--- config.mk ---
export PLATFORM = sky130hd
export DESIGN_NAME = cache_data_bank
export DESIGN_NICKNAME = d
export VERILOG_FILES = /design/src/design/cache_pkg.sv /design/src/design/cache_data_bank.sv
export SDC_FILE = /design/constraint.sdc
export NUM_CORES = 2
export LEC_CHECK = 0
export ABC_AREA = 1
export BUFFER_PORTS_ARGS = -buffer_cell sky130_fd_sc_hd__clkbuf_2
export CAP_MARGIN = 5
export CORE_MARGIN = 2
export CORE_UTILIZATION = 40
export DETAILED_ROUTE_END_ITERATION = 10
export PLACE_DENSITY = 0.66
export SETUP_SLACK_MARGIN = 0.3
export SYNTH_ARGS = -nofsm -noshare
export SYNTH_HDL_FRONTEND = slang
export SYNTH_SLANG_ARGS = --single-unit
--- constraint.sdc ---
create_clock -name clk -period 6.99 [get_ports clk]
set_input_delay 0 -clock clk [delete_from_list [all_inputs] [get_ports clk]]
set_output_delay 0 -clock clk [all_outputs]
set_load 0.1 [all_outputs]
--- src/design/cache_pkg.sv ---
package cache_pkg;

  // geometry of the cache and its address split
  localparam int ADDR_W         = 32;
  localparam int WORD_W         = 32;
  localparam int WORDS_PER_LINE = 4;
  localparam int LINE_W         = WORD_W * WORDS_PER_LINE;       // 128 bit line
  localparam int NUM_SETS       = 16;
  localparam int INDEX_W        = $clog2(NUM_SETS);
  localparam int WSEL_W         = $clog2(WORDS_PER_LINE);
  localparam int OFFSET_W       = WSEL_W + 2;                    // byte offset within a line
  localparam int TAG_W          = ADDR_W - INDEX_W - OFFSET_W;   // 24

  // backing memory model
  localparam int MEM_LATENCY    = 4;     // cycles from request pulse to done
  localparam int MEM_LINES      = 256;
  localparam int MEM_IDX_W      = $clog2(MEM_LINES);  // low line address bits only, rest aliases
  localparam int LAT_W          = $clog2(MEM_LATENCY + 1);

  typedef logic [ADDR_W-1:0]          addr_t;
  typedef logic [WORD_W-1:0]          word_t;
  typedef logic [LINE_W-1:0]          line_t;
  typedef logic [TAG_W-1:0]           tag_t;
  typedef logic [INDEX_W-1:0]         index_t;
  typedef logic [WSEL_W-1:0]          word_sel_t;
  typedef logic [ADDR_W-OFFSET_W-1:0] line_addr_t;   // byte address >> 4
  typedef logic [31:0]                count_t;
  typedef logic [LAT_W-1:0]           lat_cnt_t;
  typedef logic [MEM_IDX_W-1:0]       mem_idx_t;

  typedef struct packed {
    addr_t addr;
    logic  read;
    logic  write;
    word_t din;
  } cache_req_t;   // 66 bits

  typedef struct packed {
    tag_t tag;
    logic valid;
    logic dirty;
  } tag_entry_t;   // 26 bits

  typedef struct packed {
    line_addr_t line_addr;
    logic       read;
    logic       write;
    line_t      line;
  } mem_req_t;   // 158 bits

  typedef enum logic [1:0] {idle, compare, allocate, write_back} ctrl_state_t;

endpackage
--- src/design/cache_data_bank.sv ---
`timescale 1ns/1ps

module cache_data_bank (
  input  logic                 clk,
  input  logic                 reset,
  input  cache_pkg::index_t    index,
  input  cache_pkg::word_sel_t word_sel,
  input  logic                 we,
  input  logic                 fill_sel,
  input  cache_pkg::line_t     fill_line,
  input  cache_pkg::word_t     wr_word,
  output cache_pkg::line_t     rd_line,
  output cache_pkg::word_t     rd_word
);

  cache_pkg::line_t bank [cache_pkg::NUM_SETS];
  cache_pkg::line_t merged;   // stored line with the request word patched in

  assign rd_line = bank[index];   // async read
  assign rd_word = rd_line[word_sel*cache_pkg::WORD_W +: cache_pkg::WORD_W];

  always_comb begin
    merged = rd_line;
    merged[word_sel*cache_pkg::WORD_W +: cache_pkg::WORD_W] = wr_word;
  end

  always_ff @(posedge clk) begin
    if (reset) begin
      for (int i = 0; i < cache_pkg::NUM_SETS; i++) begin
        bank[i] <= '0;
      end
    end else if (we) begin
      bank[index] <= fill_sel ? fill_line : merged;   // whole line on fill, one word otherwise
    end
  end

endmodule

==> metrics <==
status=finished, final reports clean; most frequent CP cell=nand2_1; non-filler instance count after layout=15200; post-CTS sizing=0; element type at the critical path start=input port; worst-case reg-to-reg path depth=11; initial antenna violation count=21; Final Hold Fails=0; Worst Tran Pin Value=1.36 ns; max reg flops=2048; vias per cell=5.34; RSZ-0062 raised after global routing=false; first-pass GRT wire length=515000 µm; share of cells above drive strength 1=0.0866; Post-synth EDFFs=2048; routed length per instance=23.7 µm; WHS Endpoint=bank[11][93]$_SDFFCE_PN0P_; hold path startpoint=wr_word[29]; Routed Antenna Nets=0; R2R Path End=bank[1][90]$_SDFFCE_PN0P_; Storage cell area=61500 µm²; GP Congestion=0.841; Die Y=503 µm; CP max stage cell=buf_4; Starting Density=0.401; clk slew on worst S/H paths=0.06 ns; CTS tree=built; Critical Path End Type=output pin; CP Buf/Inv Count=4; max cap viols=0; critical path depth=14; WS Path Type=input port to output pin; Leakage=49.6 nW; synthesized area=99600 µm²; Hold Path Class=input port to flop; Critical Path AT=4.32 ns; Setup violations, final=0; largest registers=bank (2048); Max Slew Vio Count=0; total wire length=360000 µm; Pre-antenna DRT Iters=6; CTS H-tree depth=4; TritonCTS Buffers=211; Mapped Cells=11700; r2r startpoint=bank[12][90]$_SDFFCE_PN0P_; share of the yosys chip area belonging to registers=0.618; port buffer count=329; I/O pin cnt=330; area of the multi-input gates=33600 µm²; WHS Path Cells=7; vias in the first global route=74500; Fin Setup TNS=0 ns; gr usage total=0.279; YS warnings=0; skew final=0.0483 ns; Max-slew headroom=0.0957; Top reg by flops=bank; Max stage delay on crit path=0.88 ns; Max Freq=232 MHz; Clock Sinks=2048; syn nets=11900; main flop type after synthesis=edfxtp_1; Rows=183; Max Root-Sink Buffers=3; synth unique cells=25; Nets=11900; CP cell instances=buf_8 > buf_4 > buf_4 > nand2_1 > nand2_1 > nand2_1 > nand2_1 > nand2_1 > nand2_1 > nor2_1 > nand2_1 > nand3_1 > nand2_1 > clkbuf_2; maximum vdd drop=0.000243 V; area of the core=248000 µm²; clock latency on the worst-skew pair=0.90 ns; Crit path max-delay family=buffers and inverters; Die Width=503 µm; register-to-register setup slack=4.38 ns; synthesized flop and latch total=2048; P per Cell Area=260 nW/µm²; WP data required=6.99 ns; DRC=0; Die ar.=253000 µm²; Root Driver=clkbuf_16; # fillers=23900; DRT iter0 DRCs=11400; postcts setup bufs=0; Syn-to-layout area delta=11.4%; Avg Inst Size Synth=8.51 µm²; total number of vias=81200; Hold Buf Count CTS=133; critical-path maximum fanout=80; minimum clock period after layout=4.32 ns; largest net degree at the start of global routing=197; placed insts=14700; crit share post-route=0.618; dpl hpwl=190000 µm; ys async rst share=0; gr ovfl total=0
==> power breakdown <==
group	internal [mW]	switching (mW)	leakage, nW
Combinational	0.710	3.25	25.2
Sequential	14.0	0.115	21.2
Clock	5.90	4.89	3.11
Total	20.6	8.25	49.6
==> logic make-up after synthesis <==
family | share of synthesized area
AND/OR/NAND/NOR | 0.326
flip-flops | 0.618
buffers and inverters | 0.0479
AO/OA/AOI/OAI | 0.00842
adder cells (fa/ha/maj) | 0.000628
==> worst max-delay path by stage <==
stage,start,to
global route,index[0],rd_word[27]
floorplan,index[0],bank[5][0]$_SDFFCE_PN0P_
detailed placement,index[0],bank[7][28]$_SDFFCE_PN0P_
finish,index[0],rd_word[19]
CTS,index[1],rd_word[10]
global placement,index[0],bank[1][101]$_SDFFCE_PN0P_
==> area by class of cell <==
| cell class | count | area share |
|---|---|---|
| clock inverters | 103 | 0.00618 |
| diodes | 34 | 0.000767 |
| well taps | 3330 | 0.0376 |
| repair buffers | 586 | 0.0386 |
| flip-flops and latches | 2048 | 0.554 |
| multi-input cells | 8586 | 0.303 |
| clock buffers | 272 | 0.0512 |
| inverters | 243 | 0.00866 |
==> tightest hold or removal path: stages <==
cell	delay [ns]
clkbuf_2	0.15
nand3_1	0.13
nand2_1	0.08
inv_1	0.04
nand2_1	0.07
nand2_2	0.20
nor2_1	0.14
==> metal layers <==
layer	routed length (µm)	global-route usage
met1	133000	0.365
met2	160000	0.430
met3	45800	0.0676
met4	20900	0.147
met5	69	0
==> cells in the mapped netlist, drive strengths merged, types with 3 or more instances <==
cell type  count  area share
edfxtp      2048        0.62
nor3           7     0.00055
clkinv         3     0.00011
inv          240      0.0091
nor2        2295       0.087
or2          128      0.0080
nand2       5858        0.22
ha             5     0.00063
buf          558       0.028
nand3        125      0.0063
clkbuf       274       0.010
o21ai        160      0.0080
==> cell usage in the layout (no fill, tap or decap), types with 59 or more instances in the layout <==
master,count
clkbuf_16,219
clkbuf_2,324
edfxtp_1,2048
nand2_2,126
clkinv_1,59
dlygate4sd3_1,133
nor2_1,2292
inv_1,229
o21ai_1,117
buf_4,99
or2_2,128
nand3_1,125
nand2_1,5700
==> per-stage QoR <==
stage | cell area, µm² | setup WS, ns | total power, mW | hold slack (ns) | util
global route | 111000 | 2.47 | 29.6 | 0.0780 | 0.447
floorplan | 99600 | 2.45 | 17.0 | 0.358 | -
detailed placement | 103000 | 2.54 | 18.2 | 0.627 | 0.416
global placement | 103000 | 2.60 | 18.1 | 0.622 | 0.416
CTS | 111000 | 2.78 | 28.8 | 0.0158 | 0.447
finish | 111000 | 2.67 | 28.8 | 0.0574 | 0.447
Power figures use the tool's default switching activity.
