===== src/design/cache_pkg.sv =====
package cache_pkg;

  // geometry of the cache and its address split
  localparam int ADDR_W         = 32;
  localparam int WORD_W         = 32;
  localparam int WORDS_PER_LINE = 4;
  localparam int LINE_W         = WORD_W * WORDS_PER_LINE;       // 128 bit line
  localparam int NUM_SETS       = 16;
  localparam int INDEX_W        = $clog2(NUM_SETS);
  localparam int WSEL_W         = $clog2(WORDS_PER_LINE);
  localparam int OFFSET_W       = WSEL_W + 2;                    // byte offset within a line
  localparam int TAG_W          = ADDR_W - INDEX_W - OFFSET_W;   // 24

  // backing memory model
  localparam int MEM_LATENCY    = 4;     // cycles from request pulse to done
  localparam int MEM_LINES      = 256;
  localparam int MEM_IDX_W      = $clog2(MEM_LINES);  // low line address bits only, rest aliases
  localparam int LAT_W          = $clog2(MEM_LATENCY + 1);

  typedef logic [ADDR_W-1:0]          addr_t;
  typedef logic [WORD_W-1:0]          word_t;
  typedef logic [LINE_W-1:0]          line_t;
  typedef logic [TAG_W-1:0]           tag_t;
  typedef logic [INDEX_W-1:0]         index_t;
  typedef logic [WSEL_W-1:0]          word_sel_t;
  typedef logic [ADDR_W-OFFSET_W-1:0] line_addr_t;   // byte address >> 4
  typedef logic [31:0]                count_t;
  typedef logic [LAT_W-1:0]           lat_cnt_t;
  typedef logic [MEM_IDX_W-1:0]       mem_idx_t;

  typedef struct packed {
    addr_t addr;
    logic  read;
    logic  write;
    word_t din;
  } cache_req_t;   // 66 bits

  typedef struct packed {
    tag_t tag;
    logic valid;
    logic dirty;
  } tag_entry_t;   // 26 bits

  typedef struct packed {
    line_addr_t line_addr;
    logic       read;
    logic       write;
    line_t      line;
  } mem_req_t;   // 158 bits

  typedef enum logic [1:0] {idle, compare, allocate, write_back} ctrl_state_t;

endpackage

===== src/design/cache_tag_bank.sv =====
`timescale 1ns/1ps

module cache_tag_bank (
  input  logic                  clk,
  input  logic                  reset,
  input  cache_pkg::index_t     index,
  input  logic                  we,
  input  cache_pkg::tag_entry_t wr_entry,
  output cache_pkg::tag_entry_t rd_entry
);

  cache_pkg::tag_entry_t entries [cache_pkg::NUM_SETS];

  assign rd_entry = entries[index];   // async read

  // reset invalidates every entry
  always_ff @(posedge clk) begin
    if (reset) begin
      for (int i = 0; i < cache_pkg::NUM_SETS; i++) begin
        entries[i].valid <= 1'b0;
        entries[i].dirty <= 1'b0;
      end
    end else if (we) begin
      entries[index] <= wr_entry;   // tag, valid and dirty together
    end
  end

  // the controller never marks a line dirty without also validating it
  a_dirty_valid: assert property (@(posedge clk) disable iff (reset)
    (we && wr_entry.dirty) |-> wr_entry.valid);

endmodule


===== config.mk =====
export PLATFORM = sky130hd
export DESIGN_NAME = cache_tag_bank
export DESIGN_NICKNAME = d
export VERILOG_FILES = /design/src/design/cache_pkg.sv /design/src/design/cache_tag_bank.sv
export SDC_FILE = /design/constraint.sdc
export NUM_CORES = 1
export LEC_CHECK = 0
export ABC_CLOCK_PERIOD_IN_PS = 4300
export BUFFER_PORTS_ARGS = -buffer_cell sky130_fd_sc_hd__buf_2
export CORE_UTILIZATION = 55
export DETAILED_ROUTE_END_ITERATION = 10
export PLACE_DENSITY = 0.78
export SYNTH_ARGS = -nofsm -noshare
export SYNTH_HDL_FRONTEND = slang
export SYNTH_SLANG_ARGS = --single-unit

===== constraint.sdc =====
create_clock -name clk -period 4.3 [get_ports clk]
set_input_delay 0.215 -clock clk [delete_from_list [all_inputs] [get_ports clk]]
set_output_delay 0.215 -clock clk [all_outputs]
set_load 0.01 [all_outputs]

==> flow_summary.yaml, run 1 <==
outcome:
  status: "complete, but fails checks"
  violations: "DRC"
logic_synthesis:
  synth_nets: 745
  ys_ff_latch: 416
  yosysTopAreaCell: "edfxtp_1"
  synth.most_common_cell: "edfxtp_1"
  synth_fa_ha_area_frac: 0
  synthSimpleGateAreaFrac: 0.0343
  synth.distinct_cells: 20
  synth_edf_count: 416
  synth.area.top_cells: "edfxtp_1 78%, mux4_2 15%, a22oi_1 2.4%"
  ys_seq_area_frac: 0.782
  synth_top_family_by_area: "multiplexers"
  async_flop_share: 0
  ys_warn_count: 0
  avgSynthCellArea_sq_um: 22.4
  synth_xor_area_frac: 0
  synth_common_cells: "416 x edfxtp_1, 104 x mux4_2, 52 x a22oi_1, 33 x and2_1, 27 x nand2_1"
  synthMuxAreaShare: 0.147
  ys.flop_type: "edfxtp_1"
  synthesis.area_sq_um: 16000
  yosysTopAreaCellShare: 0.782
  syn_inst: 712
  synth-compound-area-share: 0.0244
global_route:
  grt_antenna_before_repair: 0
  grt_pass1_vias: 8078
  grt_pass1_wl_microns: 50300
  grtUsageTotal: 0.243
  overflow: 0
  grt_max_degree: 66
worst_setup_path:
  critPathLaunch: "index[0]"
  worst-path-buf-inv: 3
  slowest_delay_ns: 0.63
  worstSetupEndpointType: "output pin"
  critical_path.startpoint_type: "input port"
  worstPathArrival_ns: 2.71
  critical_path_cell_count: 6
  crit_family: "buffers and inverters"
  slowest_stage: "buf_6"
  required_ns: 4.09
  crit_end: "rd_entry[19]"
  critical_path_class: "input port to output pin"
  cp_max_fo: 65
  crit_chain: "buf_6 -> buf_4 -> mux4_2 -> a22oi_1 -> nand2_1 -> buf_2"
detailed_routing:
  drt_iter0_drc: 975
  drc_errors: 2
  antenna_left: 0
  vias_per_cell: 6.37
  wire_per_inst_microns: 28.2
  drt_pass1_iterations: 8
  vias: 7681
  drt-total-wl_microns: 34000
pwr:
  p_seq_frac: 0.557
  p_switching_mw: 1.67
  finalPower_mw: 8.16
  p_clk_frac: 0.393
  p_sw_frac: 0.204
  cellPowerDensity_nw_per_um2: 453
  pwr-share-comb: 0.051
  vdd_drop_max_mv: 0.302
  p_int_mw: 6.49
  p_leak_nw: 5.75
clocking:
  htree_levels: 2
  cts_buffers: 39
  cts_setup_buffers: 0
  ctsHoldBuffers: 0
  cts.sinks: 416
  path_clk_slew_ns: 0.06
  clock_path_buffers: 3
  cts_root_buf: "clkbuf_16"
  cts_tree: "yes"
  ctsResizeCount: 0
floorplan:
  ios: 59
  initial_core_util: 0.558
  dieHeight_microns: 172
  die_w_microns: 172
  coreArea_sq_um: 28600
  dieArea_sq_um: 29700
  rows: 62
placed_design:
  dp_cells: 1136
  gp_congestion: 0.766
  dpl.hpwl_microns: 18300
  io_buffer_count: 58
cells_and_area:
  final_core_utilization: 0.629
  top_register: "entries"
  fill_cells: 1839
  area_growth_pct: 12.7
  final_cells: 1205
  drive_above_1_share: 0.320
  top_regs: "entries x416"
  fin_nets: 826
  largest_reg_flops: 416
flow_run:
  maxCapViolCount: 0
sta:
  fin_crit_ns: 2.93
  finalSetupViolations: 0
  tightestPinTransition_ns: 1.20
  period_share: 0.681
  max_slew_margin: 0.198
  hold_viol: 0
  max_freq_mhz: 342
  timing.hold.ws_ns: 0.0606
  tns_ns: 0
  final_max_slew_viol_count: 0
  rsz0062_at_grt: "false"
hold_path:
  min-delay-path-class: "input port to flop"
final cells by class:
type / instances / area [sq um] / area share
sequential: 416 / 12500 / 0.694
multi-input combinational: 257 / 3400 / 0.189
clock buffer: 53 / 1070 / 0.0595
tap: 384 / 480 / 0.0267
timing repair buffer: 79 / 457 / 0.0254
clock inverter: 15 / 92.6 / 0.00515
antenna: 1 / 2.50 / 0.000139
metrics by stage:
step	worst slack (ns)	cell area, sq um
floorplan	1.23	16000
global placement	1.43	16800
detailed placement	1.34	16800
CTS	1.31	18000
global route	1.16	18000
finish	1.37	18000
layer usage:
layer / track usage / vias to the layer above / routed length (microns)
li1: - / 3154 / -
met1: 0.313 / 4012 / 12700
met2: 0.414 / 434 / 17300
met3: 0.0359 / 81 / 2710
met4: 0.105 / 0 / 1290
met5: 0 / - / 0
power by group through the flow:
stage / sequential (mW) / combinational (mW) / clock [mW]
after CTS: 4.54 / 0.419 / 3.23
after global placement: 4.62 / 0.397 / 0
after floorplan: 4.62 / 0.252 / 0
after global routing: 4.54 / 0.446 / 3.37
after detailed placement: 4.63 / 0.416 / 0
final: 4.54 / 0.416 / 3.20
layout by cell type, fill, tap and decap left out, drive strengths merged, types with 2 or more instances in the layout:
cell / netlist / routed
or2: 16 / 16
clkbuf: 16 / 53
nor3: 4 / 4
edfxtp: 416 / 416
nor2b: 2 / 2
nor2: 13 / 13
mux4: 104 / 104
and2: 33 / 33
nand4bb: 2 / 2
buf: 23 / 79
nand2b: 2 / 2
clkinv: 0 / 13
nand2: 27 / 27
a22oi: 52 / 52
how the worst min path moves through the flow:
stage	startpoint	to	slack [ns]	cells after the start
floorplan	wr_entry[10]	entries[0][10]$_DFFE_PP_	0.31	0
global placement	wr_entry[18]	entries[2][18]$_DFFE_PP_	0.57	1
detailed placement	wr_entry[16]	entries[7][16]$_DFFE_PP_	0.60	1
CTS	wr_entry[23]	entries[12][23]$_DFFE_PP_	0.04	1
global route	wr_entry[23]	entries[12][23]$_DFFE_PP_	0.05	1
finish	wr_entry[23]	entries[12][23]$_DFFE_PP_	0.06	1
kinds of logic (layout without fill, tap and decap cells):
group / count (synthesis) / in the layout
AO/OA/AOI/OAI: 52 / 52
buffers and inverters: 39 / 147
flip-flops: 416 / 416
multiplexers: 104 / 104
other: 0 / 1
AND/OR/NAND/NOR: 101 / 101
Power figures use the tool's default switching activity.
==> run 2: changes to the inputs <==
Settings changed: ABC_CLOCK_PERIOD_IN_PS 4300 to 2900.
Clock period 4.3 ns to 2.9 ns, I/O delays scaled along.
==> run 2 against run 1 <==
  * Combinational power rose by 60%
  * Cell count up 3.0%
  * Non-clock buffer count is 31 higher
  * Hold slack worse by 0.049 ns
  * Count of clock-buffer cells in the layout down 6
  * Utilization is 1.9 points higher
  * Via count increased by 3.1%
  * The run now ends clean
  * Cell area increased by 3.0%
  * Power increased by 57%
  * Die area is the same
==> flow_summary.yaml, run 2 (synthesized netlist as in run 1, its figures left out) <==
outcome:
  status: "completed"
floorplan:
  rows: 62
  die_w_microns: 172
  dieHeight_microns: 172
  ios: 59
  dieArea_sq_um: 29700
  coreArea_sq_um: 28600
  initial_core_util: 0.558
cells_and_area:
  top_regs: "entries x416"
  fin_nets: 859
  fin_area_sq_um: 18500
  diodes: 0
  layout_commonest_cell: "edfxtp_1"
  layout_common_cells: "416 x edfxtp_1, 104 x mux4_2, 56 x buf_2"
  fill_cells: 1752
  drive_above_1_share: 0.335
  multi_input_area_sq_um: 3400
  top_register: "entries"
  final_cells: 1241
  area_growth_pct: 16.0
  largest_reg_flops: 416
  seq_area_sq_um: 12500
clocking:
  clock_path_buffers: 3
  path_clk_slew_ns: 0.07
  cts.sinks: 416
  cts_root_buf: "clkbuf_16"
  cts_setup_buffers: 0
  ctsResizeCount: 0
  cts_tree: "yes"
  htree_levels: 2
  cts_buffers: 41
  ctsHoldBuffers: 17
detailed_routing:
  antenna_left: 0
  vias_per_cell: 6.38
  drt_iter0_drc: 1103
  wire_per_inst_microns: 28.8
  drt_pass1_iterations: 5
  drc_errors: 0
  vias: 7921
  drt-total-wl_microns: 35700
worst_setup_path:
  crit_chain: "mux4_2 -> a22oi_1 -> nand2_1 -> buf_2"
  worstSetupEndpointType: "output pin"
  slowest_delay_ns: 0.54
  slowest_stage: "mux4_2"
  critical_path_class: "flop to output pin"
  critical_path.startpoint_type: "flop"
  worstPathArrival_ns: 2.10
  required_ns: 2.76
  cp_max_fo: 1
global_route:
  grt_pass1_vias: 8062
  grt_max_degree: 57
  grtUsageTotal: 0.250
  grt_pass1_wl_microns: 51900
  overflow: 0
  grt_antenna_before_repair: 0
placed_design:
  gp_congestion: 0.788
  dpl.hpwl_microns: 20100
  place_area_sq_um: 17000
  dp_cells: 1150
  io_buffer_count: 58
sta:
  hold_viol: 0
  period_share: 0.773
  fin_crit_ns: 2.24
  tightestPinTransition_ns: 0.886
  rsz0062_at_grt: "false"
  final_max_slew_viol_count: 0
  max_slew_margin: 0.410
  max_freq_mhz: 446
  finalSetupViolations: 0
hold_path:
  min-delay-path-class: "input port to flop"
pwr:
  vdd_drop_max_mv: 0.440
  p_leak_nw: 6.02
  cellPowerDensity_nw_per_um2: 690
flow_run:
  maxCapViolCount: 0
[run 2: changes by cell type in the layout (fill, tap and decap cells not counted)]
cell / delta
buf_12: +6
buf_4: +8
bufinv_16: +5
clkbuf_1: -6
clkinv_1: +1
clkinv_2: +3
clkinvlp_4: -1
diode_2: -1
dlygate4sd3_1: +17
inv_16: +1
inv_6: +2
inv_8: +1
[run 2: where the power goes]
part,total [mW],internal [mW],switching (mW),leakage [nW]
sequential,6.74,6.71,0.0279,3.76
combinational,0.666,0.275,0.391,1.59
clock,5.38,3.15,2.23,0.667
[run 2: stage by stage]
stage | setup slack, ns | hold slack [ns] | power [mW] | util | TNS [ns]
after floorplan | -0.102 | 0.244 | 7.22 | - | -0.611
after global placement | 0.652 | 0.504 | 7.47 | 0.594 | 0
after detailed placement | 0.553 | 0.525 | 7.50 | 0.594 | 0
after CTS | 0.680 | 0.000481 | 12.8 | 0.647 | 0
after global routing | 0.588 | 0.00633 | 13.1 | 0.647 | 0
final | 0.658 | 0.0114 | 12.8 | 0.647 | 0
[run 2: worst paths after layout]
kind                                startpoint                  endpoint  slack, ns  depth (start not counted)
worst max-delay path  entries[3][19]$_DFFE_PP_              rd_entry[19]       0.66                          4
worst min-delay path              wr_entry[14]  entries[2][14]$_DFFE_PP_       0.01                          1
[run 2: area by class of cell]
type                       instances  share of cell area
clock buffer                      47              0.0566
clock inverter                    27              0.0163
multi-input combinational        257               0.183
sequential                       416               0.674
tap                              384              0.0259
timing repair buffer             110              0.0436
[run 2: worst max-delay path, delay by kind of cell, from the launching register on]
kind | cells | cell delay (ns)
AO/OA/AOI/OAI | 1 | 0.31
multiplexers | 1 | 0.54
AND/OR/NAND/NOR | 1 | 0.11
buffers and inverters | 1 | 0.16
flip-flops | 1 | 0.43
[run 2: routing by layer]
layer	global-route usage	up-vias	wire length, microns
met5	0	-	0
met1	0.331	4133	13200
li1	-	3222	-
met4	0.0954	0	1200
met3	0.0462	80	3030
met2	0.416	486	18300
==> run 3: changes to the inputs <==
Settings changed: ABC_AREA from default to 1, ABC_CLOCK_PERIOD_IN_PS 2900 to 1830, PLACE_DENSITY 0.78 to 0.81.
Clock period 2.9 ns to 1.83 ns, I/O delays scaled along.
==> run 3 against run 2 <==
  * Power up 60%
  * Routed wire length up 16%
  * Synthesized area up 11%
  * Critical path type unchanged
  * Worst setup slack worse by 0.56 ns
  * Cell count up 85%
  * Critical endpoint is now rd_entry[23]
  * Via count up 55%
  * Combinational power up 110%
==> flow_summary.yaml, run 3 <==
outcome:
  status: "completed"
floorplan:
  coreArea_sq_um: 31600
  initial_core_util: 0.560
  dieArea_sq_um: 32900
  rows: 65
  ios: 59
  die_w_microns: 181
  dieHeight_microns: 181
sta:
  max_freq_mhz: 576
  tightestPinTransition_ns: 0.609
  worst_slack_ns: 0.0951
  fin_crit_ns: 1.73
  final_max_slew_viol_count: 0
  max_slew_margin: 0.593
  rsz0062_at_grt: "false"
  period_share: 0.948
  finalSetupViolations: 0
  timing.hold.ws_ns: 0.134
  hold_viol: 0
global_route:
  grt_max_degree: 95
  grt_antenna_before_repair: 0
  grt_pass1_wl_microns: 64700
  grt_pass1_vias: 12400
  overflow: 0
  grtUsageTotal: 0.256
logic_synthesis:
  synth.most_common_cell: "nand2_1"
  avgSynthCellArea_sq_um: 10.0
  ys.flop_type: "edfxtp_1"
  synth.distinct_cells: 15
  ys_seq_area_frac: 0.706
  yosysTopAreaCell: "edfxtp_1"
  synthesis.area_sq_um: 17700
  synth_nets: 1799
  synth_edf_count: 416
  ys_ff_latch: 416
  ys_warn_count: 0
  synth.area.top_cells: "edfxtp_1 71%, nand2_1 24%, inv_1 1.5%"
  synth_common_cells: "1141 x nand2_1, 416 x edfxtp_1, 71 x inv_1, 52 x buf_2, 44 x nor2_1"
  syn_inst: 1766
  async_flop_share: 0
  yosysTopAreaCellShare: 0.706
worst_setup_path:
  critical_path.startpoint_type: "flop"
  cp_max_fo: 1
  worstSetupEndpointType: "output pin"
  worstPathArrival_ns: 1.64
  critical_path_class: "flop to output pin"
  required_ns: 1.74
cells_and_area:
  drive_above_1_share: 0.103
  layout_commonest_cell: "nand2_1"
  final_cells: 2299
  top_regs: "entries x416"
  top_register: "entries"
  diodes: 0
  area_growth_pct: 15.6
  largest_reg_flops: 416
  fin_nets: 1900
  layout_common_cells: "1140 x nand2_1, 416 x edfxtp_1, 70 x inv_1"
  fin_area_sq_um: 20500
  final_core_utilization: 0.647
clocking:
  cts_buffers: 41
  htree_levels: 2
  cts_root_buf: "clkbuf_16"
  cts_tree: "yes"
  clock_path_buffers: 3
  path_clk_slew_ns: 0.06
  cts.sinks: 416
pwr:
  vdd_drop_max_mv: 0.789
  cellPowerDensity_nw_per_um2: 1000
  p_leak_nw: 8.81
hold_path:
  min_to: "entries[3][1]$_SDFFCE_PN0P_"
  whs_path_depth: 4
  min-delay-path-class: "input port to flop"
  hold_start: "index[2]"
detailed_routing:
  drt_iter0_drc: 1355
  antenna_left: 0
  drc_errors: 0
  vias_per_cell: 5.33
  drt-total-wl_microns: 41300
  wire_per_inst_microns: 18.0
  vias: 12300
  drt_pass1_iterations: 5
placed_design:
  dp_cells: 2202
  dpl.hpwl_microns: 23300
  pre_cts_slack_ns: 0.0329
  io_buffer_count: 58
  place_area_sq_um: 18900
  gp_congestion: 0.823
flow_run:
  maxCapViolCount: 0
run 3: logic make-up (layout without fill, tap and decap cells):
logic type	count (synthesis)	in the layout	synth area share
buffers and inverters	159	290	0.0399
DFF	416	416	0.706
and+or+nand+nor	1191	1191	0.254
run 3: how the worst max path moves through the flow:
stage / startpoint / end / slack (ns) / cells after the start
floorplan: index[0] / entries[10][0]$_SDFFCE_PN0P_ / -0.34 / 7
global placement: index[1] / entries[6][1]$_SDFFCE_PN0P_ / 0.08 / 7
detailed placement: index[1] / entries[6][0]$_SDFFCE_PN0P_ / 0.03 / 7
CTS: entries[12][23]$_DFFE_PP_ / rd_entry[23] / 0.05 / 9
global route: entries[12][23]$_DFFE_PP_ / rd_entry[23] / 0.03 / 9
finish: entries[9][23]$_DFFE_PP_ / rd_entry[23] / 0.1 / 9
run 3: through the flow:
step                      total power, mW  TNS [ns]
after floorplan                      11.7    -20.32
after detailed placement             12.2         0
after global routing                 21.0         0
final                                20.5         0
after global placement               12.1         0
after CTS                            20.5         0
run 3: where the power goes:
group          switching, mW  leakage [nW]  total (mW)  internal [mW]
Combinational          0.970          4.38        1.39          0.419
Sequential            0.0370          3.76        10.7           10.6
Clock                   3.44         0.659        8.44           5.00
Total                   4.45          8.81        20.5           16.0
run 3: final cells by class:
type,count,area (sq um)
tap,402,503
inverter,79,303
clock inverter,21,229
timing repair buffer,138,1220
multi-input combinational,1191,4600
sequential,416,12500
fill,2283,11200
clock buffer,52,1110
run 3: what timing repair did:
action / 4_1_cts / 5_1_grt
endpoints found under the setup margin: 0 / 1
gates resized for setup: 0 / 2
hold buffers: 24 / 0
buffers inserted: 0 / 0
endpoints found under the hold margin: 384 / 0
run 3: worst max-delay path, stage by stage (launching register included):
cell	delay, ns
edfxtp_1	0.38
nand2_1	0.09
nand2_1	0.07
nand2_1	0.07
nand2_1	0.06
nand2_1	0.05
nand2_1	0.07
inv_2	0.07
nand2_2	0.08
buf_2	0.15
run 3: layer usage:
metal | track usage | up-vias | part of all wire
met4 | 0.109 | 0 | 0.035
met5 | 0 | - | 0
met3 | 0.0365 | 111 | 0.076
met1 | 0.328 | 5766 | 0.40
li1 | - | 5814 | -
met2 | 0.438 | 560 | 0.49
