**src/design/cache_pkg.sv**
```systemverilog
package cache_pkg;

  // geometry of the cache and its address split
  localparam int ADDR_W         = 32;
  localparam int WORD_W         = 32;
  localparam int WORDS_PER_LINE = 4;
  localparam int LINE_W         = WORD_W * WORDS_PER_LINE;       // 128 bit line
  localparam int NUM_SETS       = 16;
  localparam int INDEX_W        = $clog2(NUM_SETS);
  localparam int WSEL_W         = $clog2(WORDS_PER_LINE);
  localparam int OFFSET_W       = WSEL_W + 2;                    // byte offset within a line
  localparam int TAG_W          = ADDR_W - INDEX_W - OFFSET_W;   // 24

  // backing memory model
  localparam int MEM_LATENCY    = 4;     // cycles from request pulse to done
  localparam int MEM_LINES      = 256;
  localparam int MEM_IDX_W      = $clog2(MEM_LINES);  // low line address bits only, rest aliases
  localparam int LAT_W          = $clog2(MEM_LATENCY + 1);

  typedef logic [ADDR_W-1:0]          addr_t;
  typedef logic [WORD_W-1:0]          word_t;
  typedef logic [LINE_W-1:0]          line_t;
  typedef logic [TAG_W-1:0]           tag_t;
  typedef logic [INDEX_W-1:0]         index_t;
  typedef logic [WSEL_W-1:0]          word_sel_t;
  typedef logic [ADDR_W-OFFSET_W-1:0] line_addr_t;   // byte address >> 4
  typedef logic [31:0]                count_t;
  typedef logic [LAT_W-1:0]           lat_cnt_t;
  typedef logic [MEM_IDX_W-1:0]       mem_idx_t;

  typedef struct packed {
    addr_t addr;
    logic  read;
    logic  write;
    word_t din;
  } cache_req_t;   // 66 bits

  typedef struct packed {
    tag_t tag;
    logic valid;
    logic dirty;
  } tag_entry_t;   // 26 bits

  typedef struct packed {
    line_addr_t line_addr;
    logic       read;
    logic       write;
    line_t      line;
  } mem_req_t;   // 158 bits

  typedef enum logic [1:0] {idle, compare, allocate, write_back} ctrl_state_t;

endpackage
```
**src/design/cache_ctrl_fsm.sv**
```systemverilog
`timescale 1ns/1ps

module cache_ctrl_fsm (
  input  logic                  clk,
  input  logic                  reset,
  input  logic                  req_valid,
  input  cache_pkg::cache_req_t req,
  input  cache_pkg::tag_entry_t rd_entry,
  input  cache_pkg::word_t      rd_word,
  input  cache_pkg::line_t      rd_line,
  input  logic                  mem_ready,
  input  cache_pkg::line_t      mem_rdata,
  output logic                  ready,
  output logic                  resp_valid,
  output cache_pkg::word_t      dout,
  output logic                  hit,
  output cache_pkg::count_t     hit_count,
  output cache_pkg::count_t     miss_count,
  output cache_pkg::index_t     index,
  output cache_pkg::word_sel_t  word_sel,
  output logic                  data_we,
  output logic                  fill_sel,
  output cache_pkg::line_t      fill_line,
  output logic                  tag_we,
  output cache_pkg::tag_entry_t wr_entry,
  output logic                  mem_req_valid,
  output cache_pkg::mem_req_t   mem_req
);

  cache_pkg::ctrl_state_t state_q, state_d;
  cache_pkg::cache_req_t  req_q;      // request held for the whole transaction
  logic                   miss_q;     // first compare of this request missed
  cache_pkg::tag_t        req_tag;
  logic                   tag_hit;
  logic                   first_miss;

  assign req_tag  = req_q.addr[cache_pkg::ADDR_W-1 -: cache_pkg::TAG_W];
  assign index    = req_q.addr[cache_pkg::OFFSET_W +: cache_pkg::INDEX_W];
  assign word_sel = req_q.addr[cache_pkg::OFFSET_W-1 -: cache_pkg::WSEL_W];

  assign tag_hit    = rd_entry.valid && (rd_entry.tag == req_tag);
  assign first_miss = (state_q == cache_pkg::compare) && !tag_hit && !miss_q && mem_ready;

  assign ready     = (state_q == cache_pkg::idle);
  assign dout      = rd_word;            // straight from the bank and valid with resp_valid
  assign hit       = tag_hit && !miss_q; // a refilled line still reports the miss
  assign fill_line = mem_rdata;

  always_comb begin
    state_d       = state_q;
    resp_valid    = 1'b0;
    data_we       = 1'b0;
    fill_sel      = 1'b0;
    tag_we        = 1'b0;
    wr_entry      = rd_entry;
    mem_req_valid = 1'b0;
    mem_req       = '0;
    case (state_q)
      cache_pkg::idle: begin
        if (req_valid) state_d = cache_pkg::compare;
      end
      cache_pkg::compare: begin
        if (tag_hit) begin
          resp_valid = 1'b1;
          state_d    = cache_pkg::idle;
          if (req_q.write) begin   // write hit merges the word and marks the line dirty
            data_we  = 1'b1;
            tag_we   = 1'b1;
            wr_entry = '{tag: req_tag, valid: 1'b1, dirty: 1'b1};
          end
        end else if (mem_ready) begin
          mem_req_valid = 1'b1;
          if (rd_entry.valid && rd_entry.dirty) begin
            // victim goes back first with stored tag plus index as its line address
            mem_req = '{line_addr: {rd_entry.tag, index}, read: 1'b0, write: 1'b1,
                        line: rd_line};
            state_d = cache_pkg::write_back;
          end else begin
            mem_req = '{line_addr: req_q.addr[cache_pkg::ADDR_W-1:cache_pkg::OFFSET_W],
                        read: 1'b1, write: 1'b0, line: '0};
            state_d = cache_pkg::allocate;
          end
        end
      end
      cache_pkg::write_back: begin
        if (mem_ready) begin   // victim stored so fetch the wanted line
          mem_req_valid = 1'b1;
          mem_req = '{line_addr: req_q.addr[cache_pkg::ADDR_W-1:cache_pkg::OFFSET_W],
                      read: 1'b1, write: 1'b0, line: '0};
          state_d = cache_pkg::allocate;
        end
      end
      cache_pkg::allocate: begin
        if (mem_ready) begin   // fill data is on mem_rdata this cycle
          data_we  = 1'b1;
          fill_sel = 1'b1;
          tag_we   = 1'b1;
          wr_entry = '{tag: req_tag, valid: 1'b1, dirty: 1'b0};
          state_d  = cache_pkg::compare;
        end
      end
      default: state_d = cache_pkg::idle;
    endcase
  end

  always_ff @(posedge clk) begin
    if (reset) begin
      state_q    <= cache_pkg::idle;
      miss_q     <= 1'b0;
      hit_count  <= '0;
      miss_count <= '0;
    end else begin
      state_q <= state_d;
      if (state_q == cache_pkg::idle && req_valid) begin
        miss_q <= 1'b0;   // new request
      end else if (first_miss) begin
        miss_q     <= 1'b1;
        miss_count <= miss_count + 1'b1;   // once per request
      end
      if (state_q == cache_pkg::compare && tag_hit && !miss_q) hit_count <= hit_count + 1'b1;
    end
  end

  // request payload captured at acceptance
  always_ff @(posedge clk) begin
    if (state_q == cache_pkg::idle && req_valid) req_q <= req;
  end

  a_req_in_idle: assert property (@(posedge clk) disable iff (reset)
    req_valid |-> state_q == cache_pkg::idle);

  // memory must be ready on issue and drop ready one cycle later
  a_mem_handshake: assert property (@(posedge clk) disable iff (reset)
    mem_req_valid |-> mem_ready ##1 !mem_ready);

  a_data_we_state: assert property (@(posedge clk) disable iff (reset)
    (data_we || fill_sel) |-> state_q inside {cache_pkg::allocate, cache_pkg::compare});

endmodule

```
**config.mk**
```make
export PLATFORM = sky130hd
export DESIGN_NAME = cache_ctrl_fsm
export DESIGN_NICKNAME = d
export VERILOG_FILES = /design/src/design/cache_pkg.sv /design/src/design/cache_ctrl_fsm.sv
export SDC_FILE = /design/constraint.sdc
export NUM_CORES = 1
export LEC_CHECK = 0
export CAP_MARGIN = 15
export CORE_AREA = 2 2 313 315
export DETAILED_ROUTE_END_ITERATION = 10
export DIE_AREA = 0 0 315 317
export DONT_BUFFER_PORTS = 1
export GPL_ROUTABILITY_DRIVEN = 1
export HOLD_SLACK_MARGIN = 0.03
export PLACE_DENSITY = 0.3
export SLEW_MARGIN = 15
export SYNTH_ARGS = -nofsm -noshare
export SYNTH_HDL_FRONTEND = slang
export SYNTH_SLANG_ARGS = --single-unit
export TNS_END_PERCENT = 100
```
**constraint.sdc**
```tcl
create_clock -name clk -period 3.4 [get_ports clk]
set_input_delay 0.51 -clock clk [delete_from_list [all_inputs] [get_ports clk]]
set_output_delay 0.51 -clock clk [all_outputs]
set_load 0.03 [all_outputs]
```
==> summary.md, run 1 <==
| Metric | Value |
|---|---|
| Status | `finished clean` |
| Placed Area | `8360 um2` |
| Layout Utilization | `0.0949` |
| Avg Inst Size Synth | `8.34 um2` |
| Crit path cell chain | `xor2_1 > nor4_2 > buf_4 > and3_1 > buf_6 > nand3_1 > a21o_1 > buf_12 > a22o_1 > buf_12` |
| CP endpoint kind | `primary output` |
| Wirelength, routed | `~42 mm` |
| Synthesized flop and latch total | `98` |
| RR Startpoint | `req_q[46]` |
| Skew-Pair Late Insertion Delay | `roughly 0.41 ns` |
| DR WL/cell | `about 21 um` |
| Cts bufs inserted | `9` |
| Vias per inst | `3.02` |
| Cells on worst reg2reg path | `10` |
| Crit path required time | `around 2.9 ns` |
| Clk pin slew, worst setup/hold paths | `0.10 ns` |
| Clk root buf | `clkbuf_16` |
| Worst-path maximum fanout | `21` |
| Post-synth ARST share | `0` |
| PortBufs | `0` |
| Largest net degree at the start of global routing | `67` |
| R2R Setup Slk | `0.60 ns` |
| Grt met2 use | `0.129` |
| Synth cell types | `46` |
| CP startpoint kind | `flip-flop` |
| CTS tree | `yes` |
| Layout area overhead | `25.3%` |
| GR Util met1 | `0.0716` |
| Hold EP | `miss_q` |
| Synthesized Nets | `1,265` |
| GRT Residual Overflow | `0` |
| Total GRT Usage | `0.0783` |
| Peak VDD IR | `~0.00029 V` |
| Hold_buf cts | `0` |
| I/O Pins | `between 800 and 900` |
| Post-synthesis cell count | `875` |
| Slew @ Worst Pin | `0.741 ns` |
| Maxcap violations | `0` |
| Vias in the first global route | `6,094` |
| HPWL Detailed | `35.1 mm` |
| Tightest Hold Check Type | `primary input to flip-flop` |
| Post-synth EDFFs | `31` |
| Critical path type | `flip-flop to primary output` |
| Final instance area | `9140 um2` |
| Final Hold Viols | `0` |
| Yosys top cell area share | `0.184` |
| Fillers | `around 11k` |
| Mapped Area | `7290 um2` |
| Ys Warns | `0` |
| Setup TNS | `0 ns` |
| Die ar. | `about 100,000 um2` |
| Pins Over Slew Limit | `0` |
| Yosys top cell by area | `dfxtp_1` |
| Initial antenna violation count | `9` |
| Initial core utilization | `0.0758` |
| First-pass GRT wire length | `52.8 mm` |
| Ratio of cells with drive above 1 in the final layout | `0.351` |
| Sequential area share after synthesis | `0.312` |
| RD Place Congestion | `0.802` |
| Detail Route Antenna Nets | `0` |
| Finish-stage setup viols | `0` |
| Post-Route Skew | `0.0246 ns` |
| Max H-tree Level | `3` |
| Met3 usage | `0.0475` |
| Min Tclk post-route | `3.28 ns` |
| Most common cell after layout, fill and taps aside | `and2_2` |
| CP dominant cell by count | `buf_12` |
| Worst hold stages | `1` |
| Post-route DRC | `0` |
| Worst EP arrival | `between 2 and 3 ns` |
| Area of the core | `96,300 um2` |
| Slew headroom | `0.504` |
| CP max stage delay | `0.44 ns` |
| Slowest CP cell | `edfxtp_1` |
| RSZ-0062 raised after global routing | `true` |
| Longest Clk Path Bufs | `2` |
| Leading cell types by total area after synthesis | `dfxtp_1 (18%), buf_4 (17%), edfxtp_1 (13%)` |
| Hold WS | `0.173 ns` |
| Most frequent cells in the layout | `and2_2 (114), dfxtp_1 (67), buf_4 (65), a21oi_1 (58), nand2_1 (32)` |
| Power Density | `about 380 nW/um2` |
| Top Usage Layer GRT | `met2` |
| Vias | `slightly above 6k` |
| Reg2reg end | `hit_count[18]` |
| Detailed Route Iter0 Violations | `263` |
| First-pass DRT Iterations | `4` |
| F_max | `305 MHz` |
| Row count | `114` |
| Die Wd | `between 300 and 400 um` |
| Synth Flop Type | `dfxtp_1` |
| Die Y | `317 um` |
| Share of the clock period used by the worst path | `0.965` |
| Nets | `between 1k and 1.5k` |
| Hold_sp | `reset` |
| P_leak | `2.95 nW` |
| Sink Count | `98` |
==> layer usage <==
layer,up-vias,part of all wire
li1,2712,-
met5,-,0.0015
met4,10,0.067
met2,377,0.48
met1,2940,0.32
met3,158,0.14
==> cells in the mapped netlist (2+ instances only) <==
cell and n:
and3_1 24, and4_1 6, a32o_1 2, nor3_1 4
a21o_1 4, nand2_1 32, nand4_1 23, ha_1 6
o21ai_0 28, xor2_1 15, or2_2 2, a2111oi_0 4
or3_1 26, a31o_2 8, a21oi_1 58, clkbuf_1 34
xnor2_1 19, o2111ai_1 3, buf_2 7, a22o_1 47
nor2b_1 3, buf_4 167, and2_1 132, edfxtp_1 31
nor2_1 25, nor4_1 5, dfxtp_1 67, inv_1 22
nand3_1 25, o21a_1 2, or4_1 15, mux2i_1 3
o31ai_1 13
==> report_power, final <==
part	leakage [nW]	internal [mW]	switching (mW)
clock	0.132	0.508	0.586
combinational	1.99	0.413	0.614
sequential	0.834	1.27	0.0656
==> flip-flops by register name, summed over array words and instances, names as in the netlist <==
name and cells:
word_sel 2, index 4, miss_q 1, req_q 25, state_q 2, hit_count 32, miss_count 32
==> cell type report <==
type | instances | area (um2) | area share
Antenna cell | 5 | 12.5 | 0.00137
Timing Repair Buffer | 91 | 1020 | 0.111
Clock buffer | 10 | 229 | 0.0251
Clock inverter | 6 | 47.5 | 0.00520
Multi-Input combinational cell | 546 | 3880 | 0.425
Sequential cell | 98 | 2270 | 0.249
Inverter | 22 | 82.6 | 0.00904
Tap cell | 1276 | 1600 | 0.175
==> stage by stage <==
stage                     setup slack [ns]  std cells  total power [mW]
after floorplan                      0.362        875              2.27
after global placement               0.156       2021              2.34
after detailed placement             0.147       2021              2.33
after CTS                           0.0244       2046              3.54
after global routing               -0.0193       2051              3.61
final                                0.118       2054              3.45
==> cells by family (layout without fill, tap and decap cells) <==
| logic type | Yosys count | in the layout | synth area share |
|---|---|---|---|
| other | 0 | 5 | 0 |
| and+or+nand+nor | 327 | 327 | 0.263 |
| AOI/OAI and AO/OA | 176 | 176 | 0.164 |
| adders and majority gates | 6 | 6 | 0.0103 |
| buffers and inverters | 231 | 129 | 0.206 |
| muxes | 3 | 3 | 0.00412 |
| xor gates and xnor gates | 34 | 34 | 0.0408 |
| DFF | 98 | 98 | 0.312 |
==> worst max path at each step <==
stage          cells after the start         start      endpoint  slack, ns
3_5_place_dp                       9   rd_entry[8]  mem_req[149]       0.15
4_1_cts                           11     req_q[47]  mem_req[145]       0.02
3_3_place_gp                      10     req_q[54]  wr_entry[19]       0.16
5_1_grt                           10     req_q[56]  mem_req[147]      -0.02
6_report                          10     req_q[46]  wr_entry[13]       0.12
2_1_floorplan                      8  rd_entry[23]  mem_req[148]       0.36
==> what timing repair did <==
item                       4_1_cts  5_1_grt
cloned                           1        1
setup endpoints to repair      186       94
gates resized for setup        147       14
pin swaps                        4        6
buffers inserted                 8        2
==> worst max-delay path, delay by kind of cell, from the launching register on <==
kind	cells	cell delay, ns
buffers and inverters	4	0.63
AND/OR/NAND/NOR	3	0.56
AO/OA/AOI/OAI	2	0.52
flip-flops	1	0.44
XOR/XNOR	1	0.20
(Power assumes the default switching activity.)
==> run 2: changes to the inputs <==
PLACE_DENSITY = unset   (was 0.3)
PLACE_DENSITY_LB_ADDON = 0.25   (was unset)
REMOVE_ABC_BUFFERS = 1   (was unset)
==> run 2 against run 1 <==
Net effect: sequential power hardly changed; maximum frequency is 0.97% higher; die area unchanged; non-clock buffer count down 7; via count up 15%; flip-flop and latch count unchanged; clock power is 5% higher; utilization fell by 0.40 points; power fell by 2.5%; clock-buffer cell count stayed put.
==> summary.md, run 2 (synthesis results as in run 1) <==
| Metric | Value |
|---|---|
| Row count | `114 (unchanged)` |
| Final instance area | `8760 um2 (was 9140 um2)` |
| Status | `finished clean (unchanged)` |
| CP max stage delay | `0.48 ns (was 0.44 ns)` |
| Area of the core | `96,300 um2 (unchanged)` |
| Maxcap violations | `0 (unchanged)` |
| Buf+Inv Stages, Crit Path | `3 (was 4)` |
| Slew @ Worst Pin | `0.866 ns (was 0.741 ns)` |
| Worst hold stages | `1 (unchanged)` |
| Tightest Hold Check Type | `primary input to flip-flop (unchanged)` |
| Skew-Pair Late Insertion Delay | `0.41 ns (about the same)` |
| GRT Residual Overflow | `0 (unchanged)` |
| RR Startpoint | `hit_count[5] (was req_q[46])` |
| Placed Area | `8210 um2 (was 8360 um2)` |
| Wirelength, routed | `87.4 mm (was 42.5 mm)` |
| RSZ-0062 raised after global routing | `false (was true)` |
| Pins Over Slew Limit | `0 (unchanged)` |
| CP endpoint kind | `primary output (unchanged)` |
| Initial antenna violation count | `76 (was 9)` |
| Die Y | `317 um (unchanged)` |
| Share of the clock period used by the worst path | `0.956 (was 0.965)` |
| Regs by FF count | `hit_count x32, miss_count x32, req_q x25 (unchanged)` |
| Hold EP | `hit_count[31] (was miss_q)` |
| Most frequent cells in the layout | `and2_1 (130), dfxtp_1 (67), buf_4 (67), a21oi_1 (58), a22o_1 (42) (was and2_2 (114), dfxtp_1 (67), buf_4 (65), a21oi_1 (58), nand2_1 (32))` |
| Max H-tree Level | `3 (unchanged)` |
| Layout area overhead | `20.1% (was 25.3%)` |
| RD Place Congestion | `0.834 (was 0.802)` |
| Cts bufs inserted | `9 (unchanged)` |
| I/O Pins | `805 (unchanged)` |
| Worst EP arrival | `2.74 ns (was 2.77 ns)` |
| DR WL/cell | `42.5 um (was 20.7 um)` |
| Crit path cell chain | `xnor2_2 > nand4_1 > nor4_4 > buf_12 > and2_4 > nor3_4 > buf_12 > bufbuf_16 > and2_2 (was xor2_1 > nor4_2 > buf_4 > and3_1 > buf_6 > nand3_1 > a21o_1 > buf_12 > a22o_1 > buf_12)` |
| Crit path required time | `2.89 ns (about the same)` |
| Initial core utilization | `0.0758 (unchanged)` |
| Power Density | `384 nW/um2 (was 378 nW/um2)` |
| CTS tree | `yes (unchanged)` |
| Die Wd | `315 um (unchanged)` |
| Clk root buf | `clkbuf_16 (unchanged)` |
| Finish-stage setup viols | `0 (unchanged)` |
| Longest Clk Path Bufs | `2 (unchanged)` |
| Post-route DRC | `0 (unchanged)` |
| Vias in the first global route | `6,501 (was 6,094)` |
| Ratio of cells with drive above 1 in the final layout | `0.172 (was 0.351)` |
| Critical path type | `flip-flop to primary output (unchanged)` |
| HPWL Detailed | `75.7 mm (was 35.1 mm)` |
| Setup TNS | `0 ns (unchanged)` |
| CP dominant cell by count | `buf_12 (unchanged)` |
| Total GRT Usage | `0.169 (was 0.0783)` |
| CP startpoint kind | `flip-flop (unchanged)` |
| PortBufs | `0 (unchanged)` |
| Sink Count | `98 (unchanged)` |
| Cells on worst reg2reg path | `8 (was 10)` |
| First-pass GRT wire length | `101 mm (was 52.8 mm)` |
| Vias per inst | `3.48 (was 3.02)` |
| Hold WS | `0.169 ns (was 0.173 ns)` |
| Largest net degree at the start of global routing | `67 (unchanged)` |
| Die ar. | `99,900 um2 (unchanged)` |
| First-pass DRT Iterations | `5 (was 4)` |
| Final Hold Viols | `0 (unchanged)` |
| Crit. Startpoint | `req_q[51] (was req_q[46])` |
| Detail Route Antenna Nets | `0 (unchanged)` |
| Slowest CP cell | `edfxtp_1 (unchanged)` |
| Slew headroom | `0.420 (was 0.504)` |
| Nets | `1,151 (was 1,158)` |
| Worst-path maximum fanout | `42 (was 21)` |
| Clk pin slew, worst setup/hold paths | `0.08 ns (was 0.10 ns)` |
| P_leak | `2.74 nW (was 2.95 nW)` |
| Min Tclk post-route | `3.25 ns (was 3.28 ns)` |
| Vias | `7,149 (was 6,197)` |
| Peak VDD IR | `0.000242 V (was 0.000286 V)` |
| Post-Route Skew | `0.0165 ns (was 0.0246 ns)` |
| Most common cell after layout, fill and taps aside | `and2_1 (was and2_2)` |
| Detailed Route Iter0 Violations | `686 (was 263)` |
| R2R Setup Slk | `0.49 ns (was 0.60 ns)` |
| Reg2reg end | `hit_count[30] (was hit_count[18])` |
| Hold_sp | `reset (unchanged)` |
| F_max | `308 MHz (was 305 MHz)` |
| Family with the most delay on the worst path | `simple AND/OR/NAND/NOR gates (was buffers and inverters)` |
## run 2: cell count changes in the layout (fill, tap and decap cells not counted), sizes merged
| cell | change |
|---|---|
| buf | -6 |
| clkbuf | -1 |
| inv | -2 |
| clkinvlp | -1 |
| clkinv | +3 |
| diode | +10 |
## run 2: worst max path at each step
stage | cells past startpoint | to
floorplan | 6 | mem_req[134]
global placement | 10 | mem_req[116]
detailed placement | 10 | mem_req[116]
CTS | 10 | mem_req[101]
global route | 8 | wr_entry[19]
finish | 9 | mem_req[101]
## run 2: through the flow
stage,setup slack (ns),instances,utilization,power (mW)
3_3_place_gp,0.0521,2015,0.0852,2.22
5_1_grt,0.00729,2043,0.0906,3.53
4_1_cts,0.000122,2038,0.0895,3.45
2_1_floorplan,-2.29,666,-,1.89
3_5_place_dp,0.0614,2015,0.0852,2.22
6_report,0.150,2057,0.0910,3.37
## run 2: per-layer routing
metal / up-vias / global-route usage / wire length (um)
met1: 3279 / 0.152 / 26600
met2: 974 / 0.248 / 35700
met3: 164 / 0.194 / 22200
li1: 2712 / - / -
met5: - / 0.0634 / 920
met4: 20 / 0.0300 / 1940
## run 2: cell type report
| type | instances | area [um2] |
|---|---|---|
| clock inverter | 6 | 50.0 |
| sequential | 98 | 2270 |
| multi-input combinational | 546 | 3650 |
| clock buffer | 10 | 229 |
| antenna | 15 | 37.5 |
| tap | 1276 | 1600 |
| inverter | 22 | 82.6 |
| timing repair buffer | 84 | 838 |
| fill | 11239 | 87500 |
## run 2: report_power, final
| group | switching, mW | internal (mW) | leakage, nW |
|---|---|---|---|
| combinational | 0.578 | 0.313 | 1.77 |
| clock | 0.630 | 0.509 | 0.135 |
| sequential | 0.0705 | 1.26 | 0.834 |
| total | 1.28 | 2.09 | 2.74 |
## run 2: repair_timing
item / 4_1_cts / 5_1_grt
setup endpoints to repair: 188 / 91
hold buffers: 0 / 0
pin swaps: 5 / 3
setup buffers: 6 / 4
gates resized for setup: 11 / 14
cloned: 1 / 0
